[config.mk]
export PLATFORM = sky130hd
export DESIGN_NAME = renameTop
export DESIGN_NICKNAME = d
export VERILOG_FILES = /design/src/common/renamePkg.sv /design/src/hdl/renameTop.sv /design/src/hdl/reorderBuffer.sv /design/src/rename/freeList.sv /design/src/rename/registerAliasTable.sv /design/src/rename/renameStage.sv
export VERILOG_INCLUDE_DIRS = /design/src /design/src/common
export SDC_FILE = /design/constraint.sdc
export NUM_CORES = 2
export LEC_CHECK = 0
export BUFFER_PORTS_ARGS = -buffer_cell sky130_fd_sc_hd__buf_2
export CORE_MARGIN = 4
export CORE_UTILIZATION = 65
export CTS_BUF_LIST = sky130_fd_sc_hd__clkbuf_4
export DETAILED_ROUTE_END_ITERATION = 10
export HOLD_SLACK_MARGIN = 0.05
export PLACE_DENSITY_LB_ADDON = 0.08
export SLEW_MARGIN = 10
export SYNTH_ARGS = -nofsm -noshare
export SYNTH_HDL_FRONTEND = slang
export SYNTH_HIERARCHICAL = 1
export SYNTH_SLANG_ARGS = --single-unit
[constraint.sdc]
create_clock -name CLK -period 26 [get_ports CLK]
set_input_delay 3.9 -clock CLK [delete_from_list [all_inputs] [get_ports CLK]]
set_output_delay 3.9 -clock CLK [all_outputs]
set_load 0.01 [all_outputs]
[src/common/rename_consts.svh]
`ifndef RENAME_CONSTS_SVH
`define RENAME_CONSTS_SVH

// register file sizes
`define RN_NUM_ARCH       32
`define RN_NUM_PHYS       64
`define RN_ARCH_BITS      5
`define RN_PHYS_BITS      6

// reorder buffer
`define RN_ROB_DEPTH      16
`define RN_ROB_BITS       4

// datapath fields carried through rename
`define RN_WORD_BITS      32
`define RN_ALU_CTRL_BITS  6
`define RN_SHAMT_BITS     5

`endif

[src/common/renamePkg.sv]
`include "rename_consts.svh"

package renamePkg;

    typedef logic [`RN_WORD_BITS-1:0] word_t;
    typedef logic [`RN_ARCH_BITS-1:0] archReg_t;
    typedef logic [`RN_PHYS_BITS-1:0] physReg_t;
    typedef logic [`RN_ROB_BITS-1:0]  robTag_t;

    // one decoded instruction as it leaves decode
    typedef struct packed {
        word_t                          pc;
        word_t                          instr;
        word_t                          imm;
        archReg_t                       srcA;
        archReg_t                       srcB;
        archReg_t                       dest;
        logic [`RN_ALU_CTRL_BITS-1:0]   aluCtrl;
        logic [`RN_SHAMT_BITS-1:0]      shamt;
        logic                           aluSrc;   // operand B is the immediate
        logic                           regWrite;
        logic                           memRead;
        logic                           memWrite;
    } decodedInstr_t;

    typedef struct packed {
        logic [`RN_ALU_CTRL_BITS-1:0]   aluCtrl;
        logic                           aluSrc;
        word_t                          imm;
        physReg_t                       physA;
        logic                           readyA;
        physReg_t                       physB;
        logic                           readyB;
        logic [`RN_SHAMT_BITS-1:0]      shamt;
        logic                           hasDest;
        physReg_t                       physDest;   // zero when hasDest is clear
        robTag_t                        robTag;
        logic                           memWrite;
        logic                           memRead;
    } issueEntry_t;

    typedef struct packed {
        logic                           isStore;
        physReg_t                       physAddrBase;   // source A holds the address base
        physReg_t                       physDest;
        robTag_t                        robTag;
    } lsqEntry_t;

    typedef struct packed {
        logic                           valid;
        physReg_t                       phys;
        robTag_t                        robTag;
    } writeback_t;

    typedef struct packed {
        archReg_t                       archDest;
        logic                           hasDest;
        physReg_t                       newPhys;
        physReg_t                       oldPhys;   // returns to the free list at commit
        word_t                          pc;
    } robCommit_t;

endpackage

[src/hdl/renameTop.sv]
`timescale 1ns/100ps

module renameTop (
    input  logic                        CLK,
    input  logic                        RESET,
    input  logic                        instrValid,
    input  renamePkg::decodedInstr_t    instr,
    input  logic                        issueFull,
    input  logic                        lsqFull,
    input  renamePkg::writeback_t       writeback,
    output logic                        stall,
    output logic                        issueValid,
    output renamePkg::issueEntry_t      issue,
    output logic                        lsqValid,
    output renamePkg::lsqEntry_t        lsq,
    output logic                        commitValid,
    output renamePkg::robCommit_t       commit
);

    logic                   accept;
    logic                   takeReg;
    logic                   robFull;
    logic                   freeEmpty;
    logic                   freePush;
    logic                   readyA;
    logic                   readyB;
    renamePkg::physReg_t    freeHead;
    renamePkg::physReg_t    freePhys;
    renamePkg::physReg_t    physA;
    renamePkg::physReg_t    physB;
    renamePkg::physReg_t    oldPhys;
    renamePkg::robTag_t     robTail;

    renameStage renameStage_i (
        .CLK(CLK), .RESET(RESET),
        .instrValid(instrValid), .instr(instr),
        .issueFull(issueFull), .lsqFull(lsqFull),
        .robFull(robFull), .freeEmpty(freeEmpty), .freeHead(freeHead),
        .physA(physA), .physB(physB), .readyA(readyA), .readyB(readyB),
        .robTail(robTail),
        .stall(stall), .accept(accept), .takeReg(takeReg),
        .issueValid(issueValid), .issue(issue),
        .lsqValid(lsqValid), .lsq(lsq)
    );

    registerAliasTable registerAliasTable_i (
        .CLK(CLK), .RESET(RESET),
        .srcA(instr.srcA), .srcB(instr.srcB), .dest(instr.dest),
        .rename(takeReg), .newPhys(freeHead),   // new mapping comes straight off the free list
        .writeback(writeback),
        .physA(physA), .physB(physB), .oldPhys(oldPhys),
        .readyA(readyA), .readyB(readyB)
    );

    freeList freeList_i (
        .CLK(CLK), .RESET(RESET),
        .pop(takeReg), .push(freePush), .pushPhys(freePhys),
        .head(freeHead), .empty(freeEmpty)
    );

    reorderBuffer reorderBuffer_i (
        .CLK(CLK), .RESET(RESET),
        .alloc(accept), .allocDest(instr.dest), .allocHasDest(takeReg),
        .allocNewPhys(freeHead), .allocOldPhys(oldPhys), .allocPc(instr.pc),
        .writeback(writeback),
        .tail(robTail), .full(robFull),
        .freePush(freePush), .freePhys(freePhys),   // committed old mapping goes back to the free list
        .commitValid(commitValid), .commit(commit)
    );

endmodule

[src/hdl/reorderBuffer.sv]
`timescale 1ns/100ps
`include "rename_consts.svh"

module reorderBuffer (
    input  logic                        CLK,
    input  logic                        RESET,
    input  logic                        alloc,
    input  renamePkg::archReg_t         allocDest,
    input  logic                        allocHasDest,
    input  renamePkg::physReg_t         allocNewPhys,
    input  renamePkg::physReg_t         allocOldPhys,
    input  renamePkg::word_t            allocPc,
    input  renamePkg::writeback_t       writeback,
    output renamePkg::robTag_t          tail,
    output logic                        full,
    output logic                        freePush,
    output renamePkg::physReg_t         freePhys,
    output logic                        commitValid,
    output renamePkg::robCommit_t       commit
);

    renamePkg::robCommit_t      entries [`RN_ROB_DEPTH];
    logic [`RN_ROB_DEPTH-1:0]   done;
    renamePkg::robTag_t         headPtr;
    renamePkg::robTag_t         tailPtr;
    logic [`RN_ROB_BITS:0]      count;
    logic                       headDone;
    logic                       commitNow;
    renamePkg::robCommit_t      allocEntry;

    assign tail = tailPtr;
    assign full = (count == `RN_ROB_DEPTH);

    // the head may retire in the same cycle its writeback arrives
    assign headDone  = done[headPtr]
                    || (writeback.valid && (writeback.robTag == headPtr));
    assign commitNow = (count != '0) && headDone;

    assign freePush = commitNow && entries[headPtr].hasDest;
    assign freePhys = entries[headPtr].oldPhys;

    always_comb begin
        allocEntry          = '0;
        allocEntry.archDest = allocDest;
        allocEntry.hasDest  = allocHasDest;
        allocEntry.newPhys  = allocHasDest ? allocNewPhys : '0;
        allocEntry.oldPhys  = allocHasDest ? allocOldPhys : '0;   // nothing to free otherwise
        allocEntry.pc       = allocPc;
    end

    always_ff @(posedge CLK) begin
        if (alloc) begin
            entries[tailPtr] <= allocEntry;
        end
        if (commitNow) begin
            commit <= entries[headPtr];
        end
    end

    always_ff @(posedge CLK or negedge RESET) begin
        if (!RESET) begin
            done        <= '0;
            headPtr     <= '0;
            tailPtr     <= '0;
            count       <= '0;
            commitValid <= 1'b0;
        end else begin
            if (alloc) begin
                done[tailPtr] <= 1'b0;
                tailPtr       <= tailPtr + 1'b1;
            end
            if (writeback.valid) begin
                done[writeback.robTag] <= 1'b1;
            end
            if (commitNow) begin
                headPtr <= headPtr + 1'b1;
            end
            case ({alloc, commitNow})
                2'b10:   count <= count + 1'b1;
                2'b01:   count <= count - 1'b1;
                default: count <= count;
            endcase
            commitValid <= commitNow;
        end
    end

endmodule

[src/rename/freeList.sv]
`timescale 1ns/100ps
`include "rename_consts.svh"

module freeList (
    input  logic                        CLK,
    input  logic                        RESET,
    input  logic                        pop,
    input  logic                        push,
    input  renamePkg::physReg_t         pushPhys,
    output renamePkg::physReg_t         head,
    output logic                        empty
);

    renamePkg::physReg_t        slots [`RN_NUM_PHYS];
    logic [`RN_PHYS_BITS-1:0]   headPtr;
    logic [`RN_PHYS_BITS-1:0]   tailPtr;
    logic [`RN_PHYS_BITS:0]     count;   // one extra bit so a full list is representable

    assign head  = slots[headPtr];
    assign empty = (count == '0);

    // the upper half of the physical file starts out free, in ascending order
    always_ff @(posedge CLK or negedge RESET) begin
        if (!RESET) begin
            for (int i = 0; i < `RN_NUM_PHYS; i++) begin
                if (i < `RN_NUM_ARCH) begin
                    slots[i] <= renamePkg::physReg_t'(i + `RN_NUM_ARCH);
                end else begin
                    slots[i] <= '0;
                end
            end
        end else if (push) begin
            slots[tailPtr] <= pushPhys;
        end
    end

    always_ff @(posedge CLK or negedge RESET) begin
        if (!RESET) begin
            headPtr <= '0;
            tailPtr <= `RN_PHYS_BITS'(`RN_NUM_ARCH);
            count   <= (`RN_PHYS_BITS+1)'(`RN_NUM_ARCH);
        end else begin
            if (pop) begin
                headPtr <= headPtr + 1'b1;   // wraps at the buffer depth
            end
            if (push) begin
                tailPtr <= tailPtr + 1'b1;
            end
            case ({push, pop})
                2'b10:   count <= count + 1'b1;
                2'b01:   count <= count - 1'b1;
                default: count <= count;   // both or neither leave occupancy as is
            endcase
        end
    end

endmodule

[src/rename/registerAliasTable.sv]
`timescale 1ns/100ps
`include "rename_consts.svh"

module registerAliasTable (
    input  logic                        CLK,
    input  logic                        RESET,
    input  renamePkg::archReg_t         srcA,
    input  renamePkg::archReg_t         srcB,
    input  renamePkg::archReg_t         dest,
    input  logic                        rename,
    input  renamePkg::physReg_t         newPhys,
    input  renamePkg::writeback_t       writeback,
    output renamePkg::physReg_t         physA,
    output renamePkg::physReg_t         physB,
    output renamePkg::physReg_t         oldPhys,
    output logic                        readyA,
    output logic                        readyB
);

    renamePkg::physReg_t        mapTable [`RN_NUM_ARCH];
    logic [`RN_NUM_PHYS-1:0]    busy;
    logic                       wbHitA;
    logic                       wbHitB;

    // entry 0 keeps its reset value, so r0 always reads phys 0
    assign physA   = mapTable[srcA];
    assign physB   = mapTable[srcB];
    assign oldPhys = mapTable[dest];

    assign wbHitA = writeback.valid && (writeback.phys == physA);
    assign wbHitB = writeback.valid && (writeback.phys == physB);

    // a result arriving this cycle counts as ready already
    assign readyA = !busy[physA] || wbHitA || (physA == '0);
    assign readyB = !busy[physB] || wbHitB || (physB == '0);

    always_ff @(posedge CLK or negedge RESET) begin
        if (!RESET) begin
            for (int i = 0; i < `RN_NUM_ARCH; i++) begin
                mapTable[i] <= renamePkg::physReg_t'(i);   // identity map
            end
            busy <= '0;
        end else begin
            if (writeback.valid) begin
                busy[writeback.phys] <= 1'b0;
            end
            if (rename && (dest != '0)) begin
                mapTable[dest] <= newPhys;
                busy[newPhys]  <= 1'b1;   // fresh register waits for its producer
            end
        end
    end

endmodule

[src/rename/renameStage.sv]
`timescale 1ns/100ps

module renameStage (
    input  logic                        CLK,
    input  logic                        RESET,
    input  logic                        instrValid,
    input  renamePkg::decodedInstr_t    instr,
    input  logic                        issueFull,
    input  logic                        lsqFull,
    input  logic                        robFull,
    input  logic                        freeEmpty,
    input  renamePkg::physReg_t         freeHead,
    input  renamePkg::physReg_t         physA,
    input  renamePkg::physReg_t         physB,
    input  logic                        readyA,
    input  logic                        readyB,
    input  renamePkg::robTag_t          robTail,
    output logic                        stall,
    output logic                        accept,
    output logic                        takeReg,
    output logic                        issueValid,
    output renamePkg::issueEntry_t      issue,
    output logic                        lsqValid,
    output renamePkg::lsqEntry_t        lsq
);

    logic                       writesReg;
    logic                       isLoad;
    logic                       isStore;
    logic                       isMem;
    renamePkg::physReg_t        destPhys;
    renamePkg::issueEntry_t     issueNext;
    renamePkg::lsqEntry_t       lsqNext;

    // writes to r0 are discarded, so they need no physical register
    assign writesReg = instr.regWrite && (instr.dest != '0);
    assign isLoad    = instr.memRead;
    assign isStore   = instr.memWrite;
    assign isMem     = isLoad || isStore;

    // stall looks only at resources, never at instrValid
    assign stall = robFull
                || (writesReg && freeEmpty)
                || issueFull
                || (isMem && lsqFull);

    assign accept  = instrValid && !stall;
    assign takeReg = accept && writesReg;   // pops the free list and remaps dest

    assign destPhys = writesReg ? freeHead : '0;

    always_comb begin
        issueNext          = '0;
        issueNext.aluCtrl  = instr.aluCtrl;
        issueNext.aluSrc   = instr.aluSrc;
        issueNext.imm      = instr.imm;
        issueNext.physA    = physA;
        issueNext.readyA   = readyA;
        issueNext.physB    = physB;
        issueNext.readyB   = readyB || instr.aluSrc;   // immediate operand is always ready
        issueNext.shamt    = instr.shamt;
        issueNext.hasDest  = writesReg;
        issueNext.physDest = destPhys;
        issueNext.robTag   = robTail;
        issueNext.memWrite = instr.memWrite;
        issueNext.memRead  = instr.memRead;
    end

    always_comb begin
        lsqNext              = '0;
        lsqNext.isStore      = isStore;
        lsqNext.physAddrBase = physA;
        lsqNext.physDest     = destPhys;   // a load's target, zero for a store
        lsqNext.robTag       = robTail;
    end

    always_ff @(posedge CLK or negedge RESET) begin
        if (!RESET) begin
            issueValid <= 1'b0;
            lsqValid   <= 1'b0;
        end else begin
            issueValid <= accept;   // one-cycle pulse per accepted instruction
            lsqValid   <= accept && isMem;
        end
    end

    always_ff @(posedge CLK) begin
        if (accept) begin
            issue <= issueNext;
            lsq   <= lsqNext;
        end
    end

endmodule
=== Word level (Yosys, flattened, before mapping) ===
Memories as Yosys holds them, arrays and structs flattened.
Index checks and enable logic that the tools add are counted.
Widths: inputs -> output; s select.

* Register bits: 812
* Bits in writable memories: 800
* Bits of input ports: 142
* Output and inout port bits: 142
* Logic and storage cells: 251
* Memories: 1

* Add/subtract/negate cells: 8
* Magnitude comparators: 18
* Equality and inequality tests: 8
* Multiplexer cells: 42
* Bitwise operators: 11
* Reductions and logical operators: 38

{| class="wikitable"
|+ Memories
! name !! depth !! bits a word !! rd ports !! clocked after memory_dff !! wr ports !! RTL line !! text
|-
| reorderBuffer_i.entries || 16 || 50 || 1 || 0 || 1 || reorderBuffer.sv:22 || <nowiki>renamePkg::robCommit_t entries [`RN_ROB_DEPTH];</nowiki>
|}

{| class="wikitable"
|+ Operators by type and width
! cell !! number
|-
| $bwmux 384 || 1
|-
| $bwmux 192 || 1
|-
| $mux 64 || 2
|-
| $bmux 6 s5 || 3
|-
| $mux 6 || 12
|-
| $and 64x64->64 || 1
|-
| $not 64->64 || 1
|-
| $or 64x64->64 || 1
|-
| $bmux 6 s6 || 1
|-
| $demux 6 s6 || 1
|-
| $mux 16 || 2
|-
| $demux 6 s5 || 1
|-
| $lt 6x7->1 const B || 4
|-
| $ge 6x6->1 const B || 3
|-
| $logic_and 1x1->1 || 18
|-
| $not 5->6 || 3
|-
| $and 16x16->16 || 1
|-
| $not 16->16 || 1
|-
| $or 16x16->16 || 1
|-
| $lt 4x5->1 const B || 3
|-
| $ge 7x7->1 const B || 2
|-
| $not 6->7 || 2
|-
| $pmux 7 s2 || 1
|-
| $add 6x1->6 const B || 2
|-
| 26 further kinds || 57
|}

=== Depth between registers and ports, before layout ===
* Depth after elaboration: 11
* Depth in mapped cells: 16
* Depth with buffers taken out: 13

=== Hierarchy ===
The synthesis kept the hierarchy.

{| class="wikitable"
|+ Modules (own cells, without submodules)
! module !! instances !! cells an instance !! area each (um^2) !! sequential area each (um^2)
|-
| reorderBuffer || 1 || 1656 || 33657.3 || 26275.2
|-
| freeList || 1 || 1281 || 18916.9 || 10227.3
|-
| registerAliasTable || 1 || 1322 || 16388.2 || 6506.2
|-
| renameStage || 1 || 109 || 2442.3 || 2182.1
|}

=== Least setup slack after synthesis ===
OpenSTA, ideal clock, no wires.

* Kind: input -> register
* Start point: in instr[16] (netlist name)
* End point: reg reorderBuffer_i.done[3]
* Setup time: 0.330 ns
* Arrival: 12.715 ns
* Required time: 25.670 ns
* Slack: 12.955 ns
* Stages: 8
* Path buffers: 2
* Path through: or4_1 > o21a_1 > buf_6 > a21oi_1 > clkbuf_1 > nand2_1 > nor3_1 > o32ai_1

{| class="wikitable"
|+ RTL lines
! what !! RTL line !! text
|-
| from (decl) || renameTop.sv:7 || <nowiki>input renamePkg::decodedInstr_t instr,</nowiki>
|-
| to (signal assigned) || reorderBuffer.sv:62 || <nowiki>done <= '0;</nowiki>
|-
| to (signal, indexed assignment) || reorderBuffer.sv:69 || <nowiki>done[tailPtr] <= 1'b0;</nowiki>
|-
| to (signal, indexed assignment) || reorderBuffer.sv:73 || <nowiki>done[writeback.robTag] <= 1'b1;</nowiki>
|-
| to (decl) || reorderBuffer.sv:23 || <nowiki>logic [`RN_ROB_DEPTH-1:0] done;</nowiki>
|}

=== Final worst setup path ===
* Start point: in instr[16] (netlist name)
* End point: out stall

* Longest elaborated chain between the ends: 6

{| class="wikitable"
|+ RTL lines
! what !! RTL line !! text
|-
| $reduce_bool 5->1 || renameStage.sv:36 || <nowiki>assign writesReg = instr.regWrite && (instr.dest != '0);</nowiki>
|-
| $logic_and 1x1->1 || renameStage.sv:36 ||
|-
| $logic_and 1x1->1 || renameStage.sv:43 || <nowiki>|| (writesReg && freeEmpty)</nowiki>
|-
| $logic_or 1x1->1 || renameStage.sv:43 ||
|-
| $logic_or 1x1->1 || renameStage.sv:44 || <nowiki>|| issueFull</nowiki>
|-
| $logic_or 1x1->1 || renameStage.sv:45 || <nowiki>|| (isMem && lsqFull);</nowiki>
|-
| to (decl) || renameTop.sv:11 || <nowiki>output logic stall,</nowiki>
|}

No other way between the ends.

==> summary.txt <==
Detailed routing
  – DRC: 0
  – ANT nets after route: 0
  – Drt pass-1 iters: 6
  – Vias/cell: between 6 and 7
  – First-iteration detailed-routing DRC count: between 4k and 5k
  – Drt wl/cell: between 20 and 30 µm
  – Via count: roughly 43k
  – Routed WL: around 170 mm

Synthesis
  – Post-synth EDFFs: slightly above 900
  – Seq/Total Area, Yosys: 0.633
  – Ys flop type: edfxtp_1
  – Synth Cell Area: between 0.07 and 0.08 mm²
  – Flops & latches, synth: roughly 1.6k
  – Synthesized area per cell: between 15 and 20 µm²
  – Post-synth ARST share: 0.429
  – Synth cell types: 91
  – Syn_nets: around 4.5k
  – Cells after synthesis: 4368
  – Synth Warn #: 6

Floorplanning
  – Io pins: approximately 280
  – Die width: 339 µm
  – Die H: about 340 µm
  – Initial Utilization: 0.655
  – Row cnt: roughly 120
  – Total core area: 0.109 mm²
  – Die area: roughly 0.12 mm²

Place
  – Hpwl dp: 102 mm
  – Area after DPL: between 0.07 and 0.08 mm²
  – Port Buffers: 251
  – Dpl cells: about 5.8k
  – RePlAce Congestion: ~0.88

Cells and area
  – Nets: just under 5k
  – Most frequent cells in the layout: edfxtp_1 (921), clkbuf_4 (630), mux2_2 (578), dfrtp_1 (490), mux2i_1 (375)
  – Design Area, Final: 0.0789 mm²
  – Share of cells above drive strength 1: 0.415
  – Commonest non-fill, non-tap cell in the layout: edfxtp_1
  – # fillers: between 7k and 8k
  – Area grow syn2layout: 10.6%
  – Fin cells: roughly 6.5k

Setup path
  – Reg2reg path depth: 13
  – R2r setup slk: between 20 and 25 ns
  – Startpoint Class: input pin
  – FF-to-FF End: freeList_i/count[6]$_DFFE_PN0P_
  – CP max FO: 36
  – Worst path required time: approximately 22 ns
  – Crit end category: output pin
  – Worst Path Class, Setup: input pin to output pin
  – Data arrival, critical path: between 5 and 6 ns
  – Worst r2r src: reorderBuffer_i/headPtr[0]$_DFFE_PN0P_

Clock network
  – # Post-CTS Setup Buffers: 0
  – Total number of H-tree levels: 5
  – Clock-pin slew on the worst setup and hold paths: ~0.07 ns
  – Clock latency on the worst-skew pair: between 1 and 1.5 ns
  – Hold Buf Count CTS: 0
  – Clock Path Buffers: 4
  – Cts bufs inserted: 412
  – CTS tree: done
  – Clk sinks: roughly 1.6k
  – # resized after CTS: 0
  – Clk root buf: clkbuf_4

STA
  – Final Critical Period: roughly 9.5 ns
  – Final setup viols: 0
  – Fin Setup TNS: 0 ns
  – Period utilization: 0.366
  – RSZ-0062 raised after global routing: false
  – Slew of the pin with the lowest slew margin: 1.26 ns
  – Relative slew slack: 0.156
  – Max Fclk: around 0.11 GHz
  – Final hold violation count: 0
  – Clk_skew: 0.130 ns
  – Final Max Slew Viols: 0

GRT
  – Tot GR Track Use: 0.304
  – Vias in the first global route: 44.2k
  – First-pass GRT wire length: around 270 mm
  – Initial antenna violation count: 8
  – Overflow after GRT: 0
  – Largest net degree at the start of global routing: around 170

Min path
  – Hold Path Stages: 0
  – Hold WC Path Type: flop to flop
  – Hold endpoint: registerAliasTable_i/mapTable[189]$_DFFE_PN0P_
  – Hold path startpoint: registerAliasTable_i/mapTable[189]$_DFFE_PN0P_

Job
  – Number of max-cap violations: 0

Power and ir drop
  – Max VDD drop: between 100 and 150 µV
  – PD cells: approximately 100 mW/mm²
  – Leakage: about 31 nW
  – Power, Total: 8.06 mW

Outcome
  – Status: complete, no violations
[cell type report]
cell class                 instances  area, µm²  share of cell area
sequential                      1612      45200               0.573
timing repair buffer             328       1880              0.0239
clock inverter                   107        634             0.00804
inverter                          37        140             0.00178
multi-input combinational       2415      24600               0.311
tap                             1414       1770              0.0224
clock buffer                     630       4730              0.0599
antenna                            6       15.0            0.000190
[sequential cells by signal, summed over array words and instances, names as in the netlist]
signal,cells
reorderBuffer_i/tail,4
reorderBuffer_i/commit,50
reorderBuffer_i/headPtr,4
renameStage_i/lsqValid,1
registerAliasTable_i/busy,64
freeList_i/headPtr,6
freeList_i/slots,384
freeList_i/count,7
renameStage_i/lsq,7
registerAliasTable_i/mapTable,192
reorderBuffer_i/entries,800
reorderBuffer_i/commitValid,1
renameStage_i/issueValid,1
reorderBuffer_i/done,16
freeList_i/tailPtr,6
renameStage_i/issue,64
reorderBuffer_i/count,5
[synthesized netlist by cell type (9+ instances only)]
master    count  area (µm²)
edfxtp_1    921       27700
mux2_2      578        6510
dfrtp_1     497       12400
mux2i_1     375        3750
mux4_2      298        6710
o21ai_0     222        1110
dfstp_2     194        5100
nand2_1     158         593
clkbuf_1    152         571
nor2_1      128         480
a221oi_1    101         885
a22oi_1      87         653
buf_4        54         405
buf_2        47         235
a21oi_1      42         210
nand3_1      42         210
nor2b_1      34         213
inv_1        33         124
and2_1       30         188
nand4_1      28         175
xnor2_1      27         236
buf_6        23         259
o221ai_1     19         166
buf_1        18        67.6
xor2_1       17         149
a211oi_1     14         105
ha_1         14         175
nand3b_1     14         105
nor3_1       14        70.1
a22o_1       13         114
nand2b_1     13        81.3
and3_1        9        56.3
mux4_1        9         236
[critical path, stage by stage]
cell and delay [ns]:
buf_2 0.09, buf_4 0.26, or4_1 0.57, o21a_1 0.18, buf_4 0.20, a21o_2 0.23, buf_2 0.13
[logic make-up after synthesis]
family | share of synthesized area
compound gates | 0.0552
xor+xnor | 0.00540
fa+ha+maj | 0.00273
buf+inv | 0.0259
flops | 0.633
mux | 0.242
simple gates | 0.0356
[power breakdown]
group / internal [mW] / switching [mW] / total (mW)
Clock: 1.17 / 0.997 / 2.17
Sequential: 3.16 / 0.256 / 3.41
Combinational: 0.947 / 1.53 / 2.48
Total: 5.27 / 2.78 / 8.06
[stage by stage]
| stage | utilization | worst slack [ns] | hold slack (ns) |
|---|---|---|---|
| floorplan | - | 12.96 | 0.423 |
| global placement | 0.675 | 16.52 | 0.406 |
| detailed placement | 0.675 | 16.50 | 0.412 |
| CTS | 0.724 | 16.49 | 0.430 |
| global route | 0.724 | 16.44 | 0.448 |
| finish | 0.724 | 16.48 | 0.429 |
[how the worst max path moves through the flow]
stage	from	endpoint	slack [ns]	cells after the start
after CTS	instr[16]	stall	16.49	7
after floorplan	instr[16]	reorderBuffer_i/done[3]$_DFF_PN0_	12.96	8
after global placement	instr[16]	stall	16.52	7
after detailed placement	instr[16]	stall	16.50	7
after global routing	instr[16]	stall	16.44	7
final	instr[16]	stall	16.48	7
[metal layers]
metal | global-route usage | vias up | part of all wire
li1 | - | 18300 | -
met5 | 0 | - | 0.00013
met4 | 0.108 | 4 | 0.029
met1 | 0.419 | 22000 | 0.40
met3 | 0.0634 | 370 | 0.081
met2 | 0.491 | 2055 | 0.49
No activity file was read; power rests on OpenSTA's default activity.
